$ cat src/common/uart_bridge_pkg.sv
`default_nettype none

package uart_bridge_pkg;

  // ~~~~~~~~~~~~~~~~~~~~~~~~~~~~~~
  // bridge shape
  // ~~~~~~~~~~~~~~~~~~~~~~~~~~~~~~
  localparam int NUM_CH    = 2;
  localparam int CH_W      = 1;
  localparam int CMD_W     = 16;
  localparam int DATA_W    = 8;
  localparam int WR_BIT    = 15;  // write flag inside a command.
  localparam int ACC_CNT_W = 4;   // per channel accepted command count.

  // ~~~~~~~~~~~~~~~~~~~~~~~~~~~~~~
  // uart framing
  // ~~~~~~~~~~~~~~~~~~~~~~~~~~~~~~
  localparam int CLKS_PER_BIT = 16;  // 434 on the board at 50 MHz.
  localparam int BIT_CNT_W    = 5;
  localparam int HALF_BIT     = CLKS_PER_BIT / 2;
  localparam int FRAME_BITS   = DATA_W + 3;  // start, data, parity, stop.
  localparam int BIT_IDX_W    = 4;

  // ~~~~~~~~~~~~~~~~~~~~~~~~~~~~~~
  // command timing
  // ~~~~~~~~~~~~~~~~~~~~~~~~~~~~~~
  localparam int GAP_CYCLES  = 100;
  localparam int GAP_W       = $clog2(GAP_CYCLES);
  localparam int RSP_TIMEOUT = 4000;
  localparam int TMO_W       = $clog2(RSP_TIMEOUT);

endpackage

`default_nettype wire
$ cat src/logic/uart_bridge_top.sv
`timescale 1ns/1ps
`default_nettype none

module uart_bridge_top (
  input  logic                               clk,
  input  logic                               rst_n,
  input  logic                               cmd_vld,
  input  logic [uart_bridge_pkg::CH_W-1:0]   cmd_ch,
  input  logic [uart_bridge_pkg::CMD_W-1:0]  cmd_data,
  input  logic [uart_bridge_pkg::NUM_CH-1:0] uart_rx,
  input  logic                               rsp_rdy,
  output logic                               cmd_rdy,
  output logic [uart_bridge_pkg::NUM_CH-1:0] uart_tx,
  output logic                               rsp_vld,
  output logic [uart_bridge_pkg::CH_W-1:0]   rsp_ch,
  output logic [uart_bridge_pkg::DATA_W-1:0] rsp_data,
  output logic                               rsp_err
);
  import uart_bridge_pkg::*;

  logic [NUM_CH-1:0]             ch_vld;
  logic [NUM_CH-1:0]             ch_rdy;
  logic [CMD_W-1:0]              ch_cmd;
  logic [NUM_CH-1:0]             ch_rsp_vld;
  logic [NUM_CH-1:0]             ch_rsp_rdy;
  logic [NUM_CH-1:0][DATA_W-1:0] ch_rsp_data;
  logic [NUM_CH-1:0]             ch_rsp_err;

  cmd_dispatch u_cmd_dispatch (
    .clk      (clk),
    .rst_n    (rst_n),
    .cmd_vld  (cmd_vld),
    .cmd_ch   (cmd_ch),
    .cmd_data (cmd_data),
    .ch_rdy   (ch_rdy),
    .cmd_rdy  (cmd_rdy),
    .ch_vld   (ch_vld),
    .ch_cmd   (ch_cmd)
  );

  // one master per uart channel.
  for (genvar i = 0; i < NUM_CH; i++)
  begin : g_ch
    uart_cmd_master u_master (
      .clk         (clk),
      .rst_n       (rst_n),
      .ch_vld      (ch_vld[i]),
      .ch_cmd      (ch_cmd),
      .ch_rsp_rdy  (ch_rsp_rdy[i]),
      .uart_rx     (uart_rx[i]),
      .ch_rdy      (ch_rdy[i]),
      .uart_tx     (uart_tx[i]),
      .ch_rsp_vld  (ch_rsp_vld[i]),
      .ch_rsp_data (ch_rsp_data[i]),
      .ch_rsp_err  (ch_rsp_err[i])
    );
  end

  rsp_collect u_rsp_collect (
    .clk         (clk),
    .rst_n       (rst_n),
    .ch_rsp_vld  (ch_rsp_vld),
    .ch_rsp_data (ch_rsp_data),
    .ch_rsp_err  (ch_rsp_err),
    .rsp_rdy     (rsp_rdy),
    .ch_rsp_rdy  (ch_rsp_rdy),
    .rsp_vld     (rsp_vld),
    .rsp_ch      (rsp_ch),
    .rsp_data    (rsp_data),
    .rsp_err     (rsp_err)
  );

endmodule

`default_nettype wire

$ cat src/logic/rsp_collect.sv
`timescale 1ns/1ps
`default_nettype none

module rsp_collect (
  input  logic                                                     clk,
  input  logic                                                     rst_n,
  input  logic [uart_bridge_pkg::NUM_CH-1:0]                       ch_rsp_vld,
  input  logic [uart_bridge_pkg::NUM_CH-1:0][uart_bridge_pkg::DATA_W-1:0] ch_rsp_data,
  input  logic [uart_bridge_pkg::NUM_CH-1:0]                       ch_rsp_err,
  input  logic                                                     rsp_rdy,
  output logic [uart_bridge_pkg::NUM_CH-1:0]                       ch_rsp_rdy,
  output logic                                                     rsp_vld,
  output logic [uart_bridge_pkg::CH_W-1:0]                         rsp_ch,
  output logic [uart_bridge_pkg::DATA_W-1:0]                       rsp_data,
  output logic                                                     rsp_err
);
  import uart_bridge_pkg::*;

  logic [CH_W-1:0] last_q;
  logic [CH_W-1:0] sel;
  logic            found;
  logic            load;

  // first valid channel after the last grant.
  always_comb
  begin
    int idx;
    found = 1'b0;
    sel   = last_q;
    for (int k = 1; k <= NUM_CH; k++)
    begin
      idx = int'(last_q) + k;
      if (idx >= NUM_CH)
        idx = idx - NUM_CH;
      if (!found && ch_rsp_vld[idx])
      begin
        found = 1'b1;
        sel   = CH_W'(idx);
      end
    end
  end

  assign load = found && (!rsp_vld || rsp_rdy);  // empty or draining.

  always_comb
  begin
    for (int i = 0; i < NUM_CH; i++)
      ch_rsp_rdy[i] = load && (sel == CH_W'(i));
  end

  always_ff @(posedge clk)
  begin
    if (load)
    begin
      rsp_ch   <= sel;
      rsp_data <= ch_rsp_data[sel];
      rsp_err  <= ch_rsp_err[sel];
    end
  end

  always_ff @(posedge clk or negedge rst_n)
  begin
    if (!rst_n)
    begin
      rsp_vld <= 1'b0;
      last_q  <= CH_W'(NUM_CH - 1);  // channel 0 wins first.
    end
    else if (load)
    begin
      rsp_vld <= 1'b1;
      last_q  <= sel;
    end
    else if (rsp_rdy)
      rsp_vld <= 1'b0;
  end

endmodule

`default_nettype wire

$ cat src/logic/cmd_dispatch.sv
`timescale 1ns/1ps
`default_nettype none

module cmd_dispatch (
  input  logic                               clk,
  input  logic                               rst_n,
  input  logic                               cmd_vld,
  input  logic [uart_bridge_pkg::CH_W-1:0]   cmd_ch,
  input  logic [uart_bridge_pkg::CMD_W-1:0]  cmd_data,
  input  logic [uart_bridge_pkg::NUM_CH-1:0] ch_rdy,
  output logic                               cmd_rdy,
  output logic [uart_bridge_pkg::NUM_CH-1:0] ch_vld,
  output logic [uart_bridge_pkg::CMD_W-1:0]  ch_cmd
);
  import uart_bridge_pkg::*;

  assign ch_cmd  = cmd_data;  // every master sees the word.
  assign cmd_rdy = ch_rdy[cmd_ch];

  always_comb
  begin
    for (int i = 0; i < NUM_CH; i++)
      ch_vld[i] = cmd_vld && (cmd_ch == CH_W'(i));
  end

endmodule

`default_nettype wire

$ cat src/uart_master/uart_cmd_master.sv
`timescale 1ns/1ps
`default_nettype none

module uart_cmd_master (
  input  logic                               clk,
  input  logic                               rst_n,
  input  logic                               ch_vld,
  input  logic [uart_bridge_pkg::CMD_W-1:0]  ch_cmd,
  input  logic                               ch_rsp_rdy,
  input  logic                               uart_rx,
  output logic                               ch_rdy,
  output logic                               uart_tx,
  output logic                               ch_rsp_vld,
  output logic [uart_bridge_pkg::DATA_W-1:0] ch_rsp_data,
  output logic                               ch_rsp_err
);
  import uart_bridge_pkg::*;

  typedef enum logic [2:0] {M_IDLE, M_TX1, M_GAP, M_TX2, M_RX, M_RSP} m_state_t;

  m_state_t          state;
  logic [CMD_W-1:0]  cmd_q;
  logic [GAP_W-1:0]  gap_cnt;
  logic              gap_last;
  logic              accept;
  logic              tx_send;
  logic [DATA_W-1:0] tx_byte;
  logic              tx_busy;
  logic              tx_done;
  logic              rx_arm;
  logic [DATA_W-1:0] rx_byte;
  logic              rx_valid;
  logic              rx_err;

  // ~~~~~~~~~~~~~~~~~~~~~~~~~~~~~~
  // handshakes and frame requests
  // ~~~~~~~~~~~~~~~~~~~~~~~~~~~~~~
  assign ch_rdy     = (state == M_IDLE) && !tx_busy;
  assign accept     = ch_vld && ch_rdy;
  assign ch_rsp_vld = (state == M_RSP);
  assign gap_last   = (gap_cnt == GAP_W'(GAP_CYCLES - 1));

  // first frame straight from the bus, the second from the held command.
  assign tx_send = accept || ((state == M_GAP) && gap_last);
  assign tx_byte = (state == M_IDLE) ? ch_cmd[CMD_W-1 -: DATA_W] : cmd_q[DATA_W-1:0];
  assign rx_arm  = (state == M_TX1) && tx_done && !cmd_q[WR_BIT];

  uart_tx_frame u_tx (
    .clk     (clk),
    .rst_n   (rst_n),
    .send    (tx_send),
    .byte_in (tx_byte),
    .tx      (uart_tx),
    .busy    (tx_busy),
    .done    (tx_done)
  );

  uart_rx_frame u_rx (
    .clk      (clk),
    .rst_n    (rst_n),
    .arm      (rx_arm),
    .rx       (uart_rx),
    .byte_out (rx_byte),
    .valid    (rx_valid),
    .err      (rx_err)
  );

  always_ff @(posedge clk)
  begin
    if (accept)
      cmd_q <= ch_cmd;
    if ((state == M_RX) && rx_valid)
    begin
      ch_rsp_data <= rx_byte;
      ch_rsp_err  <= rx_err;
    end
  end

  always_ff @(posedge clk or negedge rst_n)
  begin
    if (!rst_n)
    begin
      state   <= M_IDLE;
      gap_cnt <= '0;
    end
    else
    begin
      case (state)
        M_IDLE:
          if (accept)
            state <= M_TX1;
        M_TX1:
        begin
          gap_cnt <= '0;
          if (tx_done)
            state <= cmd_q[WR_BIT] ? M_GAP : M_RX;
        end
        M_GAP:
        begin
          gap_cnt <= gap_cnt + 1'b1;
          if (gap_last)
            state <= M_TX2;
        end
        M_TX2:
          if (tx_done)
            state <= M_IDLE;
        M_RX:
          if (rx_valid)
            state <= M_RSP;
        default:
          if (ch_rsp_rdy)
            state <= M_IDLE;  // response taken.
      endcase
    end
  end

endmodule

`default_nettype wire

$ cat src/uart_master/uart_rx_frame.sv
`timescale 1ns/1ps
`default_nettype none

module uart_rx_frame (
  input  logic                               clk,
  input  logic                               rst_n,
  input  logic                               arm,
  input  logic                               rx,
  output logic [uart_bridge_pkg::DATA_W-1:0] byte_out,
  output logic                               valid,
  output logic                               err
);
  import uart_bridge_pkg::*;

  typedef enum logic [1:0] {S_IDLE, S_WAIT, S_START, S_RECV} rx_state_t;

  rx_state_t            state;
  logic                 rx_meta;
  logic                 rx_sync;
  logic                 rx_prev;
  logic                 fall;
  logic [BIT_CNT_W-1:0] bit_cnt;
  logic [BIT_IDX_W-1:0] bit_idx;
  logic [TMO_W-1:0]     tmo_cnt;
  logic [DATA_W-1:0]    data_sr;
  logic                 par_bit;
  logic                 sample;
  logic                 frame_end;
  logic                 timeout;

  always_ff @(posedge clk or negedge rst_n)
  begin
    if (!rst_n)
    begin
      rx_meta <= 1'b1;
      rx_sync <= 1'b1;
      rx_prev <= 1'b1;
    end
    else
    begin
      rx_meta <= rx;
      rx_sync <= rx_meta;
      rx_prev <= rx_sync;
    end
  end

  assign fall      = rx_prev && !rx_sync;
  assign sample    = (state == S_RECV) && (bit_cnt == BIT_CNT_W'(CLKS_PER_BIT - 1));
  assign frame_end = sample && (bit_idx == BIT_IDX_W'(FRAME_BITS - 1));
  assign timeout   = (state == S_WAIT) && !fall && (tmo_cnt == TMO_W'(RSP_TIMEOUT - 1));

  // bit index 1..8 is data, 9 parity, 10 stop.
  always_ff @(posedge clk)
  begin
    if (sample && (bit_idx <= BIT_IDX_W'(DATA_W)))
      data_sr <= {rx_sync, data_sr[DATA_W-1:1]};
    if (sample && (bit_idx == BIT_IDX_W'(DATA_W + 1)))
      par_bit <= rx_sync;
    if (frame_end)
      byte_out <= data_sr;
    else if (timeout)
      byte_out <= '0;
  end

  always_ff @(posedge clk or negedge rst_n)
  begin
    if (!rst_n)
    begin
      state   <= S_IDLE;
      bit_cnt <= '0;
      bit_idx <= '0;
      tmo_cnt <= '0;
      valid   <= 1'b0;
      err     <= 1'b0;
    end
    else
    begin
      valid <= 1'b0;
      case (state)
        S_IDLE:
        begin
          tmo_cnt <= '0;
          if (arm)
            state <= S_WAIT;
        end
        S_WAIT:
        begin
          bit_cnt <= '0;
          if (fall)
            state <= S_START;
          else if (timeout)
          begin
            state <= S_IDLE;
            valid <= 1'b1;
            err   <= 1'b1;
          end
          else
            tmo_cnt <= tmo_cnt + 1'b1;
        end
        S_START:
        begin
          if (bit_cnt == BIT_CNT_W'(HALF_BIT - 1))
          begin
            bit_cnt <= '0;
            bit_idx <= BIT_IDX_W'(1);
            state   <= rx_sync ? S_WAIT : S_RECV;  // a glitch goes back to waiting.
          end
          else
            bit_cnt <= bit_cnt + 1'b1;
        end
        default:
        begin
          if (sample)
          begin
            bit_cnt <= '0;
            bit_idx <= bit_idx + 1'b1;
            if (frame_end)
            begin
              state <= S_IDLE;
              valid <= 1'b1;
              err   <= !(^{data_sr, par_bit}) || !rx_sync;
            end
          end
          else
            bit_cnt <= bit_cnt + 1'b1;
        end
      endcase
    end
  end

endmodule

`default_nettype wire

$ cat src/uart_master/uart_tx_frame.sv
`timescale 1ns/1ps
`default_nettype none

module uart_tx_frame (
  input  logic                               clk,
  input  logic                               rst_n,
  input  logic                               send,
  input  logic [uart_bridge_pkg::DATA_W-1:0] byte_in,
  output logic                               tx,
  output logic                               busy,
  output logic                               done
);
  import uart_bridge_pkg::*;

  logic [FRAME_BITS-2:0] shreg;    // data, parity and stop still to go.
  logic [BIT_CNT_W-1:0]  bit_cnt;
  logic [BIT_IDX_W-1:0]  bit_idx;
  logic                  bit_end;
  logic                  last_bit;

  assign bit_end  = (bit_cnt == BIT_CNT_W'(CLKS_PER_BIT - 1));
  assign last_bit = (bit_idx == BIT_IDX_W'(FRAME_BITS - 1));
  assign done     = busy && bit_end && last_bit; // last cycle of the stop bit.

  // odd parity, stop bit on top, shifted out lsb first.
  always_ff @(posedge clk)
  begin
    if (!busy && send)
    begin
      shreg <= {1'b1, ~^byte_in, byte_in};
    end
    else if (busy && bit_end)
    begin
      shreg <= {1'b1, shreg[FRAME_BITS-2:1]};
    end
  end

  always_ff @(posedge clk or negedge rst_n)
  begin
    if (!rst_n)
    begin
      busy    <= 1'b0;
      tx      <= 1'b1;
      bit_cnt <= '0;
      bit_idx <= '0;
    end
    else if (!busy)
    begin
      if (send)
      begin
        busy    <= 1'b1;
        tx      <= 1'b0;  // start bit.
        bit_cnt <= '0;
        bit_idx <= '0;
      end
    end
    else if (bit_end)
    begin
      bit_cnt <= '0;
      if (last_bit)
      begin
        busy <= 1'b0;
        tx   <= 1'b1;
      end
      else
      begin
        bit_idx <= bit_idx + 1'b1;
        tx      <= shreg[0];
      end
    end
    else
    begin
      bit_cnt <= bit_cnt + 1'b1;
    end
  end

endmodule

`default_nettype wire

$ cat config.mk
export PLATFORM = sky130hd
export DESIGN_NAME = uart_bridge_top
export DESIGN_NICKNAME = d
export VERILOG_FILES = /design/src/common/uart_bridge_pkg.sv /design/src/logic/uart_bridge_top.sv /design/src/logic/rsp_collect.sv /design/src/logic/cmd_dispatch.sv /design/src/uart_master/uart_cmd_master.sv /design/src/uart_master/uart_rx_frame.sv /design/src/uart_master/uart_tx_frame.sv
export SDC_FILE = /design/constraint.sdc
export NUM_CORES = 1
export LEC_CHECK = 0
export CAP_MARGIN = 20
export CORE_MARGIN = 2
export CORE_UTILIZATION = 58
export DETAILED_ROUTE_END_ITERATION = 6
export DONT_BUFFER_PORTS = 1
export GPL_TIMING_DRIVEN = 0
export PLACE_DENSITY = 0.76
export SYNTH_ARGS = -nofsm -noshare
export SYNTH_HDL_FRONTEND = slang
export SYNTH_HIERARCHICAL = 1
export SYNTH_SLANG_ARGS = --single-unit
$ cat constraint.sdc
create_clock -name clk -period 2.6 [get_ports clk]
set_input_delay 0.52 -clock clk [delete_from_list [all_inputs] [get_ports clk]]
set_output_delay 0.52 -clock clk [all_outputs]
set_load 0.005 [all_outputs]
==> results.yml <==
outcome:
  status: "finished, violations left"
  violations: "negative hold slack, negative setup slack"
clocking:
  clkSlewWorstSetupHoldPaths_ns: 0.08
  worst_skew_pair.late_latency_ns: 0.45
  cts_tree: "yes"
  clock_sinks: 198
  clock_path_buffers: 2
  cts_max_level: 4
  cts_made_buffers: 17
  clk_root_buffer_cell: "clkbuf_16"
layout:
  design_area_um2: 11100
  nets: 965
  syn_to_final_growth_pct: 10.7
  final_cell_mix: "edfxtp_1 (98), dfrtp_1 (91), nand2_1 (89), o21ai_0 (51), a21oi_1 (42)"
  multi_input_area_um2: 4230
  regArea_um2: 5460
  fillers: 1308
  layout-drive-gt1-share_pct: 19.5
  n_antenna_cell: 0
  final_common_cell: "edfxtp_1"
  stdcell_count: 1148
grt:
  grt_pass1_vias: 6340
  grtUsageTotal_pct: 21.2
  met3_usage_pct: 4.23
  overflow: 0
  use_met2_pct: 33.9
  grt_first_pass_wirelength_um: 30900
  busiest_layer: "met2"
  grt_max_degree: 101
  antenna_found_initial: 0
  grtUsageMet1_pct: 29.2
min_path:
  min_path_type: "in2async"
timing:
  skew_ns: 0.00980
  fin_crit_ns: 2.60
  worst_pin_slew_ns: 0.848
  holdWs_ns: -0.236
  finalWorstSetupSlack_ns: -0.000934
  max_slew_margin_pct: 43.4
  setup_viol: 1
  rsz0062_at_grt: "yes"
  hold_viol_final: 94
  drv_slew: 0
  fmax_mhz: 384
  min_period_over_period_pct: 100
floorplanning:
  initial_utilization_pct: 58.8
  rows: 48
  die_w_um: 136
  io_pins: 37
  die_y_um: 136
  die_area_um2: 18400
  core_um2: 17100
yosys:
  synth_edf_count: 98
  syn-mean-instance-area_um2: 11.5
  syn_inst: 878
  yosys_warnings: 6
  async_reset_ff_share_pct: 50.5
  synthTopCellsByArea: "edfxtp_1 (29%), dfrtp_1 (23%), ha_1 (4.0%)"
  ys_types: 78
  synth_top_flop_cell: "edfxtp_1"
  netlist_area_um2: 10100
  synth-seq-cells: 198
  synth_seq_area_share_pct: 54.2
  synth_top_area_cell: "edfxtp_1"
  yosysTopAreaCellShare_pct: 29.2
  syn_nets: 933
drt:
  drt_iter0_markers: 356
  vias: 6563
  viasPerCell: 5.72
  detail-route-antenna-nets: 0
  drc_errors: 0
  drt_first_pass_iters: 5
  wl_per_cell_um: 16.1
  wirelength_um: 18500
placed_design:
  port_buffers: 0
  pre_cts_ws_ns: -0.394
  placed_area_um2: 10300
  dpl.hpwl_um: 12400
  placed_cells: 1103
  gp_congestion: 0.843
worst_setup_path:
  cpLargestDelayFamily: "simple AND/OR/NAND/NOR gates"
  slowest_delay_ns: 0.43
  cp_slowest_cell: "dfrtp_1"
  startpoint_type: "flip-flop"
  critical_path_class: "reg2reg"
  r2r-end: "g_ch[1].u_master/u_rx/state[1]"
  critPathBufInv: 0
  r2r_slack_ns: -0.0009
  reg2reg_depth: 11
  cp.required_ns: 2.93
  timing.rr.start: "g_ch[1].u_master/u_tx/bit_cnt[0]"
  cp-end-kind: "flip-flop"
  crit_chain: "ha_4 > nand4_1 > or2_4 > nor3_4 > nand2b_1 > nor3b_2 > nor2b_4 > nor2b_1 > a21oi_1 > nand3_2 > mux2_4"
  crit_arrival_ns: 2.94
  cp_max_fo: 4
power:
  cellPowerDensity_nw_per_um2: 536
  ir_drop_uv: 454
  p_leak_uw: 0.00417
job:
  max-cap-violations: 0
per-stage QoR:
| stage | utilization, % | hold slack [ns] | power [µW] | setup TNS, ns |
|---|---|---|---|---|
| floorplan | - | 0.224 | 3370 | 0 |
| global placement | 60.5 | 0.228 | 3380 | -1.25 |
| detailed placement | 60.5 | 0.228 | 3380 | -1.29 |
| CTS | 64.4 | -0.256 | 6040 | 0 |
| global route | 65.1 | -0.261 | 6170 | -0.424 |
| finish | 65.1 | -0.236 | 5980 | -0.000934 |
worst max-delay path by stage:
stage	from	to	slack, ns	cells past startpoint
2_1_floorplan	g_ch[0].u_master/u_tx/bit_cnt[0]	g_ch[0].u_master/u_rx/state[1]	0.02	11
3_3_place_gp	g_ch[1].u_master/u_tx/bit_cnt[0]	g_ch[1].u_master/u_rx/state[1]	-0.38	11
3_5_place_dp	g_ch[1].u_master/u_tx/bit_cnt[0]	g_ch[1].u_master/u_rx/state[1]	-0.39	11
4_1_cts	g_ch[0].u_master/u_tx/bit_cnt[1]	g_ch[0].u_master/u_rx/state[1]	0.003	11
5_1_grt	g_ch[0].u_master/u_tx/bit_cnt[1]	g_ch[0].u_master/u_rx/state[1]	-0.16	11
6_report	g_ch[1].u_master/u_tx/bit_cnt[0]	g_ch[1].u_master/u_rx/state[1]	-0.0009	11
report_power, final:
part	switching, µW	internal, µW
logic	12.6	19.0
registers	4.45	3280
clock network	1280	1380
flip-flops by register name, indices dropped and copies added (netlist names), 14 cells and up:
| signal | cells |
|---|---|
| g_ch.u_master/u_tx/shreg | 18 |
| g_ch.u_master/u_rx/byte_out | 16 |
| g_ch.u_master/gap_cnt | 14 |
| g_ch.u_master/u_rx/data_sr | 16 |
| g_ch.u_master/ch_rsp_data | 16 |
| g_ch.u_master/u_rx/tmo_cnt | 24 |
| g_ch.u_master/cmd_q | 18 |
final cells by class:
type,count,share of cell area [%]
multi-input cells,595,38.0
well taps,225,2.53
clock buffers,17,3.82
repair buffers,13,0.876
plain buffers,50,3.09
inverters,35,1.18
flip-flops and latches,198,49.0
clock inverters,15,1.55
layer usage:
layer | routed length, µm | vias to the layer above
li1 | - | 3196
met1 | 8520 | 3217
met2 | 9020 | 131
met3 | 735 | 19
met4 | 254 | 0
met5 | 0 | -
cell usage after synthesis, drive strengths merged (10+ instances only):
master,count
edfxtp,98
nand2,92
dfrtp,91
o21ai,54
a21oi,43
buf,40
mux2,39
nor2,39
xnor2,38
inv,35
nor3,35
ha,32
nand3,28
and2,23
and3,20
nand2b,19
mux2i,13
o31ai,11
clkbuf,10
nor2b,10
cell families (layout without fill, tap and decap cells):
| family | count (synthesis) | in the layout | share of synthesized area (%) |
|---|---|---|---|
| compound gates | 151 | 151 | 9.65 |
| simple gates | 316 | 316 | 17.5 |
| fa+ha+maj | 32 | 32 | 3.98 |
| buf+inv | 85 | 130 | 4.72 |
| flops | 198 | 198 | 54.2 |
| xor+xnor | 44 | 44 | 4.10 |
| mux | 52 | 52 | 5.81 |
repair_timing:
| item | CTS | global route |
|---|---|---|
| gates resized for setup | 11 | 8 |
| pin swaps | 2 | 8 |
| hold endpoints to repair | 100 | 100 |
| setup endpoints to repair | 13 | 30 |
| setup buffers | 3 | 10 |
worst register-to-register path: cells and delay by family (launching register included):
family / cells / cell delay, ns
compound gates: 1 / 0.15
mux: 1 / 0.33
fa+ha+maj: 1 / 0.17
simple gates: 8 / 1.42
flops: 1 / 0.43
Note: power is estimated with default switching activity, not from simulation.
